## config.mk

```make
export PLATFORM = sky130hd
export DESIGN_NAME = pipe_trace_top
export DESIGN_NICKNAME = d
export VERILOG_FILES = /design/src/rtl/pipe_trace_pkg.sv /design/src/rtl/pipe_cfg_pkg.sv /design/src/rtl/pipe_stage_tracker.sv /design/src/rtl/pipe_trace_regs.sv /design/src/rtl/pipe_retire_log.sv /design/src/rtl/pipe_trace_top.sv
export SDC_FILE = /design/constraint.sdc
export NUM_CORES = 1
export LEC_CHECK = 0
export BUFFER_PORTS_ARGS = -buffer_cell sky130_fd_sc_hd__buf_2
export CORE_UTILIZATION = 53
export DETAILED_ROUTE_END_ITERATION = 8
export GPL_TIMING_DRIVEN = 0
export PLACE_DENSITY = 0.73
export SKIP_CTS_REPAIR_TIMING = 1
export SYNTH_ARGS = -nofsm -noshare
export SYNTH_HDL_FRONTEND = slang
export SYNTH_SLANG_ARGS = --single-unit
```

## constraint.sdc

```tcl
create_clock -name clk -period 2.77 [get_ports clk]
set_clock_uncertainty 0.15 [all_clocks]
set_input_delay 0.554 -clock clk [delete_from_list [all_inputs] [get_ports clk]]
set_output_delay 0.554 -clock clk [all_outputs]
set_load 0.01 [all_outputs]
```

## src/rtl/pipe_trace_pkg.sv

```systemverilog
package pipe_trace_pkg;

    // Field widths of the timing records
    localparam int TAG_W   = 8;
    localparam int CYCLE_W = 16;
    localparam int HOLD_W  = 4;

    localparam int NUM_STAGES = 5;

    // Pipeline positions, also used as slot array index
    typedef enum logic [2:0] {
        STAGE_FETCH     = 3'd0,
        STAGE_DECODE    = 3'd1,
        STAGE_EXECUTE   = 3'd2,
        STAGE_MEMORY    = 3'd3,
        STAGE_WRITEBACK = 3'd4
    } stage_t;

    // One occupied stage, 29 bits
    typedef struct packed {
        logic               valid;
        logic [TAG_W-1:0]   tag;
        logic [CYCLE_W-1:0] issue_cycle;
        logic [HOLD_W-1:0]  hold;
    } slot_t;

    // Record sent out when an instruction retires, 44 bits
    typedef struct packed {
        logic [TAG_W-1:0]   tag;
        logic [CYCLE_W-1:0] issue_cycle;
        logic [CYCLE_W-1:0] retire_cycle;
        logic [HOLD_W-1:0]  hold;
    } retire_rec_t;

endpackage

```

## src/rtl/pipe_cfg_pkg.sv

```systemverilog
package pipe_cfg_pkg;

    localparam int CFG_DATA_W = 16;

    // Register map, also the opcode of an access
    typedef enum logic [2:0] {
        CFG_CTRL      = 3'd0,
        CFG_TAG_MASK  = 3'd1,
        CFG_TAG_MATCH = 3'd2,
        CFG_RETIRED   = 3'd3,
        CFG_HOLDS     = 3'd4
    } cfg_addr_t;

    // Trace settings toward the retire log, 17 bits
    typedef struct packed {
        logic                             enable;
        logic [pipe_trace_pkg::TAG_W-1:0] tag_mask;
        logic [pipe_trace_pkg::TAG_W-1:0] tag_match;
    } trace_cfg_t;

    // Running totals back from the retire log, 32 bits
    typedef struct packed {
        logic [CFG_DATA_W-1:0] retired;
        logic [CFG_DATA_W-1:0] holds;
    } trace_stat_t;

endpackage

```

## src/rtl/pipe_stage_tracker.sv

```systemverilog
`timescale 1ns/10ps

module pipe_stage_tracker #(
    parameter int MAX_INFLIGHT = 5
) (
    input  logic                                 clk,
    input  logic                                 rst,
    input  logic                                 issue_valid,
    input  logic [pipe_trace_pkg::TAG_W-1:0]     issue_tag,
    input  logic                                 stall,
    output logic                                 issue_ready,
    output pipe_trace_pkg::slot_t                wb_slot,
    output logic [pipe_trace_pkg::CYCLE_W-1:0]   cycle,
    output logic [2:0]                           hold_inc
);

    // One slot per stage, indexed by stage_t
    pipe_trace_pkg::slot_t slot_q [pipe_trace_pkg::NUM_STAGES];
    pipe_trace_pkg::slot_t new_slot;

    logic [pipe_trace_pkg::CYCLE_W-1:0] cycle_q;
    logic [2:0]                         occupied;
    logic                               accept;

    // Held slot gains one hold cycle, saturating
    function automatic pipe_trace_pkg::slot_t hold_slot(input pipe_trace_pkg::slot_t s);
        pipe_trace_pkg::slot_t r;
        r = s;
        if (s.valid && s.hold != '1) begin
            r.hold = s.hold + 1'b1;
        end
        return r;
    endfunction

    always_comb begin
        occupied = '0;
        for (int i = 0; i < pipe_trace_pkg::NUM_STAGES; i++) begin
            occupied = occupied + 3'(slot_q[i].valid);
        end
    end

    // No issue while stalled or at the in-flight limit
    assign issue_ready = !rst && !stall && (int'(occupied) < MAX_INFLIGHT);
    assign accept      = issue_valid && issue_ready;

    // Issue stamp is the cycle of acceptance
    assign new_slot = '{
        valid:       1'b1,
        tag:         issue_tag,
        issue_cycle: cycle_q,
        hold:        '0
    };

    always_ff @(posedge clk) begin
        if (rst) begin
            for (int i = 0; i < pipe_trace_pkg::NUM_STAGES; i++) begin
                slot_q[i].valid <= 1'b0;
            end
        end else begin
            if (stall) begin
                // Fetch and decode stay put, bubble into execute
                slot_q[pipe_trace_pkg::STAGE_FETCH]   <=
                    hold_slot(slot_q[pipe_trace_pkg::STAGE_FETCH]);
                slot_q[pipe_trace_pkg::STAGE_DECODE]  <=
                    hold_slot(slot_q[pipe_trace_pkg::STAGE_DECODE]);
                slot_q[pipe_trace_pkg::STAGE_EXECUTE] <= '0;
            end else begin
                slot_q[pipe_trace_pkg::STAGE_FETCH]   <= accept ? new_slot : '0;
                slot_q[pipe_trace_pkg::STAGE_DECODE]  <= slot_q[pipe_trace_pkg::STAGE_FETCH];
                slot_q[pipe_trace_pkg::STAGE_EXECUTE] <= slot_q[pipe_trace_pkg::STAGE_DECODE];
            end
            // Back end always advances
            slot_q[pipe_trace_pkg::STAGE_MEMORY]    <= slot_q[pipe_trace_pkg::STAGE_EXECUTE];
            slot_q[pipe_trace_pkg::STAGE_WRITEBACK] <= slot_q[pipe_trace_pkg::STAGE_MEMORY];
        end
    end

    // Free-running cycle counter, wraps
    always_ff @(posedge clk) begin
        if (rst) begin
            cycle_q <= '0;
        end else begin
            cycle_q <= cycle_q + 1'b1;
        end
    end

    // Valid slots held by this cycle's stall
    assign hold_inc = stall ? 3'(slot_q[pipe_trace_pkg::STAGE_FETCH].valid)
                            + 3'(slot_q[pipe_trace_pkg::STAGE_DECODE].valid)
                            : 3'd0;

    assign wb_slot = slot_q[pipe_trace_pkg::STAGE_WRITEBACK];
    assign cycle   = cycle_q;

endmodule

```

## src/rtl/pipe_trace_regs.sv

```systemverilog
`timescale 1ns/10ps

module pipe_trace_regs (
    input  logic                                clk,
    input  logic                                rst,
    input  logic                                cfg_we,
    input  logic                                cfg_re,
    input  pipe_cfg_pkg::cfg_addr_t             cfg_addr,
    input  logic [pipe_cfg_pkg::CFG_DATA_W-1:0] cfg_wdata,
    output logic [pipe_cfg_pkg::CFG_DATA_W-1:0] cfg_rdata,
    output pipe_cfg_pkg::trace_cfg_t            trace_cfg,
    input  pipe_cfg_pkg::trace_stat_t           trace_stat
);

    pipe_cfg_pkg::trace_cfg_t            cfg_q;
    logic [pipe_cfg_pkg::CFG_DATA_W-1:0] rdata_q;

    // Default lets every record through
    always_ff @(posedge clk) begin
        if (rst) begin
            cfg_q <= '{enable: 1'b1, tag_mask: '0, tag_match: '0};
        end else if (cfg_we) begin
            case (cfg_addr)
                pipe_cfg_pkg::CFG_CTRL:      cfg_q.enable    <= cfg_wdata[0];
                pipe_cfg_pkg::CFG_TAG_MASK:  cfg_q.tag_mask  <= cfg_wdata[pipe_trace_pkg::TAG_W-1:0];
                pipe_cfg_pkg::CFG_TAG_MATCH: cfg_q.tag_match <= cfg_wdata[pipe_trace_pkg::TAG_W-1:0];
                // Status counters are read only
                default: ;
            endcase
        end
    end

    // Read data lands one cycle after the strobe and then holds
    always_ff @(posedge clk) begin
        if (rst) begin
            rdata_q <= '0;
        end else if (cfg_re) begin
            case (cfg_addr)
                pipe_cfg_pkg::CFG_CTRL:      rdata_q <= pipe_cfg_pkg::CFG_DATA_W'(cfg_q.enable);
                pipe_cfg_pkg::CFG_TAG_MASK:  rdata_q <= pipe_cfg_pkg::CFG_DATA_W'(cfg_q.tag_mask);
                pipe_cfg_pkg::CFG_TAG_MATCH: rdata_q <= pipe_cfg_pkg::CFG_DATA_W'(cfg_q.tag_match);
                pipe_cfg_pkg::CFG_RETIRED:   rdata_q <= trace_stat.retired;
                pipe_cfg_pkg::CFG_HOLDS:     rdata_q <= trace_stat.holds;
                default:                     rdata_q <= '0;
            endcase
        end
    end

    assign cfg_rdata = rdata_q;
    assign trace_cfg = cfg_q;

endmodule

```

## src/rtl/pipe_retire_log.sv

```systemverilog
`timescale 1ns/10ps

module pipe_retire_log (
    input  logic                                 clk,
    input  logic                                 rst,
    input  pipe_trace_pkg::slot_t                wb_slot,
    input  logic [pipe_trace_pkg::CYCLE_W-1:0]   cycle,
    input  logic [2:0]                           hold_inc,
    input  pipe_cfg_pkg::trace_cfg_t             trace_cfg,
    output logic                                 retire_valid,
    output pipe_trace_pkg::retire_rec_t          retire_rec,
    output pipe_cfg_pkg::trace_stat_t            trace_stat
);

    logic                                retire_valid_q;
    pipe_trace_pkg::retire_rec_t         rec_q;
    logic [pipe_cfg_pkg::CFG_DATA_W-1:0] retired_q;
    logic [pipe_cfg_pkg::CFG_DATA_W-1:0] holds_q;
    logic                                tag_hit;
    logic                                emit;

    // Masked tag must equal the match value
    assign tag_hit = (wb_slot.tag & trace_cfg.tag_mask) == trace_cfg.tag_match;
    assign emit    = wb_slot.valid && trace_cfg.enable && tag_hit;

    always_ff @(posedge clk) begin
        if (rst) begin
            retire_valid_q <= 1'b0;
        end else begin
            retire_valid_q <= emit;
        end
    end

    // Retire stamp is the cycle spent in writeback
    always_ff @(posedge clk) begin
        rec_q <= '{
            tag:          wb_slot.tag,
            issue_cycle:  wb_slot.issue_cycle,
            retire_cycle: cycle,
            hold:         wb_slot.hold
        };
    end

    // Both totals wrap at 16 bits
    always_ff @(posedge clk) begin
        if (rst) begin
            retired_q <= '0;
            holds_q   <= '0;
        end else begin
            retired_q <= retired_q + pipe_cfg_pkg::CFG_DATA_W'(emit);
            // Held slots count whether traced or not
            holds_q   <= holds_q + pipe_cfg_pkg::CFG_DATA_W'(hold_inc);
        end
    end

    assign retire_valid = retire_valid_q;
    assign retire_rec   = rec_q;
    assign trace_stat   = '{retired: retired_q, holds: holds_q};

endmodule

```

## src/rtl/pipe_trace_top.sv

```systemverilog
`timescale 1ns/10ps

module pipe_trace_top #(
    parameter int MAX_INFLIGHT = 5
) (
    input  logic                                clk,
    input  logic                                rst,
    input  logic                                issue_valid,
    input  logic [pipe_trace_pkg::TAG_W-1:0]    issue_tag,
    input  logic                                stall,
    output logic                                issue_ready,
    input  logic                                cfg_we,
    input  logic                                cfg_re,
    input  pipe_cfg_pkg::cfg_addr_t             cfg_addr,
    input  logic [pipe_cfg_pkg::CFG_DATA_W-1:0] cfg_wdata,
    output logic [pipe_cfg_pkg::CFG_DATA_W-1:0] cfg_rdata,
    output logic                                retire_valid,
    output pipe_trace_pkg::retire_rec_t         retire_rec
);

    pipe_trace_pkg::slot_t              wb_slot;
    logic [pipe_trace_pkg::CYCLE_W-1:0] cycle;
    logic [2:0]                         hold_inc;
    pipe_cfg_pkg::trace_cfg_t           trace_cfg;
    pipe_cfg_pkg::trace_stat_t          trace_stat;

    pipe_stage_tracker #(
        .MAX_INFLIGHT(MAX_INFLIGHT)
    ) pipe_stage_tracker_inst (
        .clk(clk), .rst(rst),
        .issue_valid(issue_valid), .issue_tag(issue_tag), .stall(stall),
        .issue_ready(issue_ready),
        .wb_slot(wb_slot), .cycle(cycle), .hold_inc(hold_inc)
    );

    pipe_trace_regs pipe_trace_regs_inst (
        .clk(clk), .rst(rst),
        .cfg_we(cfg_we), .cfg_re(cfg_re), .cfg_addr(cfg_addr),
        .cfg_wdata(cfg_wdata), .cfg_rdata(cfg_rdata),
        .trace_cfg(trace_cfg), .trace_stat(trace_stat)
    );

    pipe_retire_log pipe_retire_log_inst (
        .clk(clk), .rst(rst),
        .wb_slot(wb_slot), .cycle(cycle), .hold_inc(hold_inc),
        .trace_cfg(trace_cfg),
        .retire_valid(retire_valid), .retire_rec(retire_rec),
        .trace_stat(trace_stat)
    );

endmodule

```

* Word level (Yosys, flattened, before mapping)
Memories as Yosys holds them, arrays and structs flattened.
Cells that the tools add are included.
** Storage, ports and cells
- Bits in registers :: 126
- Memories kept :: 1
- Output and inout bits :: 62
- Memory bits (writable) :: 145
** Memory list
- pipe_stage_tracker_inst.slot_q :: depth 5, bits a word 29, read ports 5, clocked after Yosys merged registers in 0, write ports 5, line pipe_stage_tracker.sv:18 : pipe_trace_pkg::slot_t slot_q [pipe_trace_pkg::NUM_STAGES];
** Operators by class
- Multiplexer cells :: 29
- Eq/ne operators :: 7
- $lt $le $gt $ge :: 1
- Add/sub/neg operators :: 10
- Bitwise logic cells :: 12
- Reduce and logical (&&, ||, !) cells :: 13
** Operators by type and width (number)
- 2-to-1 mux 28 bit :: 3
- one-hot mux 16 bit (5 select lines) :: 1
- 2-to-1 mux 29 bit :: 1
- 2-to-1 mux 4 bit :: 6
- 2-to-1 mux 1 bit :: 17
- adder 16 x 1 -> 16 bit :: 1
- adder 16 x 1 -> 16 bit (second input constant) :: 1
- adder 16 x 3 -> 16 bit :: 1
- OR 1 bit :: 11
- adder 3 x 1 -> 3 bit :: 3
- adder 4 x 1 -> 4 bit (second input constant) :: 2
- bitwise AND 8 bit :: 1
- equality test 8 bit :: 1
- != test 4 bit (second input constant) :: 2
- logical AND 1 bit :: 7
- equality test 3 x 2 -> 1 bit (second input constant) :: 2
- AND reduction 2 bit :: 3
- adder 1 x 1 -> 2 bit :: 2
- equality test 3 x 1 -> 1 bit (second input constant) :: 1
- equality test 3 bit (second input constant) :: 1
- zero test 3 bit :: 1
- less-than comparator 3 bit (second input constant) :: 1
- 2-to-1 mux 3 bit :: 1
- zero test 1 bit :: 2

* Logic depth before layout (Yosys ltp)
An unclocked memory read counts as a cell.
- Word-level depth :: 10
- Depth in mapped cells :: 11

* Cells and area by module
A second synthesis with hierarchy kept.
** Unflattened totals
- Cell total of the unflattened synthesis :: 825
- Area, all modules :: 10266.1 um^2
** Modules (own cells, without submodules)
- pipe_stage_tracker :: cells each 428, times used 1, area an instance 6336.1 um^2
- pipe_retire_log :: cells each 226, times used 1, area an instance 2483.6 um^2
- pipe_trace_regs :: cells each 171, times used 1, area an instance 1446.4 um^2

* Worst setup path before layout
Ideal clock, no wire load.
- Path type :: input -> register
- From :: in stall
- To :: mem pipe_stage_tracker_inst.slot_q[0][10] (netlist name), enable pin
- Buffers on the path :: 2
- Cell stages on the path :: 3
- Library setup time :: 0.428 ns
- Arrival time :: 2.432 ns
- Setup slack :: -0.240 ns
- Cell sequence :: clkbuf_1 > nor2_2 > clkbuf_1
** RTL lines
- start: declaration :: line pipe_trace_top.sv:10 : input logic stall,
- end: declaration :: line pipe_stage_tracker.sv:18

==> summary.md <==
| Metric | Value |
|---|---|
| Status | `finished, violations left` |
| Failing checks | `setup timing` |
| IO buf count | `82` |
| Routability-driven placement congestion ratio | `around 0.84` |
| Placed insts | `1123` |
| Setup Viol. Count Final | `26` |
| Met3 WL | `1000 um` |
| Worst VDD drop | `roughly 0.40 mV` |
| Switching Fraction | `0.211` |
| DRC | `0` |
| Crit-path max FO | `2` |
| Top delay family on crit path | `adder cells` |
| Final hold vios | `0` |
| Filler cells | `1424` |
| Initial antenna violation count | `0` |
| Top area cells in the synthesized netlist | `edfxtp_1 43%, dfxtp_1 25%, and2_1 4.8%, nor2b_1 4.0%, nor2_1 2.8%` |
| Layout cells sized above 1 | `0.212` |
| Final nets | `~970` |
| P per Cell Area | `between 600 and 700 nW/um^2` |
| Endpoint type of the worst setup path | `output pin` |
| Yosys top cell area share | `0.426` |
| Synth Register Bits | `about 270` |
| IO Pins | `95` |
| Crit-path slowest cell | `fa_1` |
| Non-Filler Instances | `1182` |
| Max-slew violations | `0` |
| Top FF cell, synth | `edfxtp_1` |
| Tmin final | `3.66 ns` |
| Register share of total power | `0.532` |
| Largest net degree at the start of global routing | `63` |
| Relative slew slack | `0.101` |
| Sequential-to-total area share from yosys stat | `0.673` |
| Slowest stage delay, CP | `around 0.48 ns` |
| Clock power frac | `0.418` |
| Pleak | `4.55 nW` |
| Number of buffers and inverters on the critical path | `4` |
| First-pass GRT wire length | `between 20000 and 30000 um` |
| Max Cap Viol | `0` |
| CTS Buffer Depth | `3` |
| Worst slew pin tran | `1.35 ns` |
| Core Region | `approximately 19000 um^2` |
| Antenna cell count | `0` |
| Fmax | `0.273 GHz` |
| Final Cycle Share | `1.32` |
| Clk sinks | `271` |
| Vias per cell | `5.11` |
| Crit path launch type | `register` |
| Drt first-iter violations | `363` |
| Detailed Place HPWL | `12600 um` |
| CTS tree | `done` |
| Die W | `141 um` |
| Int Pwr | `0.00661 W` |
| Hold Path Class | `in2reg` |
| Die H | `roughly 140 um` |
| Yosys warning count | `0` |
| Reg clk slew, reported paths | `roughly 0.060 ns` |
| Congestion Overflow GR | `0` |
| CP Class | `reg2out` |
| Vias in the first global route | `5505` |
| RSZ-0062 raised after global routing | `yes` |
| Total GRT Usage | `0.187` |
| P&R area growth vs syn | `18.4%` |
| Synth unique cells | `51` |
| Clock buffer count from CTS | `27` |
| Sw Pwr | `0.00177 W` |
| Highest metal used | `met4` |
| Synthesized area per cell | `12.7 um^2` |
| Antenna viol nets, final | `0` |
| Post-DR wirelength/cell | `approximately 16 um` |
| Post-synth EDFFs | `145` |
| Initial core utilization | `0.544` |
| CP required | `slightly above 2 ns` |
| CTS root buf | `clkbuf_16` |
| Met2 routed WL | `8440 um` |
| Clk_lat worst skew | `0.53 ns` |
| Comb power frac | `0.049` |
| H-tree depth | `1` |
| Final WS setup | `-0.894 ns` |
| Area leader, netlist | `edfxtp_1` |
| CP Cell Sequence | `ha_4 > inv_2 > fa_1 > inv_1 > ha_2 > inv_2 > fa_1 > a21oi_2 > nor3_2 > buf_2` |
| Full die area | `19800 um^2` |
| Layout Utilization | `0.644` |
| Critical Path AT | `2.96 ns` |
| WL met1 | `9040 um` |
| Cell Rows | `50` |
| DR vias | `just over 6000` |
| Async set-reset flop share out of synthesis | `0` |
| DR pass1 iterations | `5` |
| Total routed wirelength | `roughly 19000 um` |
| Synthesized instance count | `805` |
| Post-Synthesis Cell Area | `10200 um^2` |
per-layer routing:
| metal | up-vias | track usage |
|---|---|---|
| li1 | 3039 | - |
| met1 | 2817 | 0.275 |
| met2 | 159 | 0.291 |
| met3 | 29 | 0.0296 |
| met4 | 0 | 0.0463 |
| met5 | - | 0 |
cell usage after synthesis (6+ instances only):
cell type	n
a211oi_1	10
a21oi_1	15
a22o_1	7
a22oi_1	15
and2_1	79
and3_1	10
buf_2	8
clkbuf_1	27
dfxtp_1	126
edfxtp_1	145
ha_1	9
inv_1	17
mux2i_1	27
nand2_1	24
nand3_1	19
nand4_1	8
nor2_1	77
nor2b_1	65
nor3_1	13
nor4_1	8
o21ai_0	6
o22ai_1	8
xnor2_1	27
xor2_1	15
cell usage in the layout (no fill, tap or decap), types with 10 or more instances in the layout:
cell | netlist | layout
buf_2 | 8 | 89
clkbuf_16 | 0 | 28
nor2_1 | 77 | 76
xnor2_1 | 27 | 27
a211oi_1 | 10 | 10
inv_1 | 17 | 14
mux2i_1 | 27 | 27
and3_1 | 10 | 10
and2_1 | 79 | 53
nand3_1 | 19 | 18
a21oi_1 | 15 | 12
a22oi_1 | 15 | 15
nor3_1 | 13 | 12
nor2b_1 | 65 | 65
nand2_1 | 24 | 24
xor2_1 | 15 | 15
dfxtp_1 | 126 | 126
edfxtp_1 | 145 | 145
and2_4 | 0 | 26
clkbuf_1 | 27 | 33
registers in the layout, summed over array words and instances, names as in the netlist:
| name | cells |
|---|---|
| pipe_retire_log_inst.retire_valid | 1 |
| pipe_stage_tracker_inst.slot_q | 145 |
| pipe_trace_regs_inst.trace_cfg | 17 |
| pipe_trace_regs_inst.cfg_rdata | 16 |
| pipe_retire_log_inst.retire_rec | 44 |
| pipe_retire_log_inst.holds_q | 16 |
| pipe_stage_tracker_inst.cycle | 16 |
| pipe_retire_log_inst.retired_q | 16 |
final timing paths:
kind | start | endpoint | slack (ns) | cells past startpoint
max | pipe_stage_tracker_inst.slot_q[0][28] | issue_ready | -0.89 | 10
min | cfg_wdata[1] | pipe_trace_regs_inst.trace_cfg[1] | 0.13 | 3
max reg2reg | pipe_stage_tracker_inst.slot_q[0][28] | pipe_stage_tracker_inst.slot_q[0][15] | -0.57 | 12
min reg2reg | pipe_stage_tracker_inst.slot_q[0][123] | pipe_retire_log_inst.retire_rec[23] | 0.19 | 0
layout make-up:
type / count / area [um^2] / area share
Multi-Input combinational cell: 479 / 3300 / 0.273
Inverter: 19 / 75.1 / 0.00621
Buffer: 38 / 175 / 0.0145
Clock buffer: 43 / 787 / 0.0651
Clock inverter: 7 / 81.3 / 0.00673
Sequential cell: 271 / 6880 / 0.569
Timing Repair inverter: 1 / 7.51 / 0.000621
Tap cell: 234 / 293 / 0.0242
Timing Repair Buffer: 90 / 495 / 0.0410
per-stage QoR:
| step | setup slack (ns) | instance area, um^2 | TNS, ns | total power [W] | hold WS, ns |
|---|---|---|---|---|---|
| floorplan | -0.126 | 10300 | -2.02 | 0.00477 | 0.173 |
| global route | -0.988 | 12100 | -15.87 | 0.00866 | 0.125 |
| finish | -0.894 | 12100 | -14.23 | 0.00838 | 0.129 |
| CTS | -0.944 | 11800 | -15.37 | 0.00841 | 0.118 |
| global placement | -0.728 | 11000 | -29.89 | 0.00491 | 0.176 |
| detailed placement | -0.734 | 11000 | -31.60 | 0.00492 | 0.178 |
power groups by stage:
stage                     Sequential (W)  Combinational (W)  Clock, W
after floorplan                  0.00454           0.000234         0
after global placement           0.00454           0.000374         0
after detailed placement         0.00454           0.000382         0
after CTS                        0.00446           0.000384   0.00357
after global routing             0.00447           0.000458   0.00373
final                            0.00446           0.000414   0.00351
logic make-up after synthesis:
logic type,Yosys count,synth area share
xor gates and xnor gates,42,0.0360
buffers and inverters,57,0.0219
adders and majority gates,12,0.0169
AOI/OAI and AO/OA,66,0.0434
other,1,0.000367
DFF,271,0.673
muxes,28,0.0279
and+or+nand+nor,328,0.180
worst register-to-register path: stages (launching register included):
cell and delay (ns):
edfxtp_1 0.45, ha_4 0.31, inv_2 0.03, fa_1 0.43
inv_1 0.07, ha_2 0.16, inv_2 0.04, fa_1 0.48
a21oi_2 0.23, buf_4 0.14, and3b_2 0.29, clkbuf_16 0.19
and2_4 0.13
(Power assumes the default switching activity.)
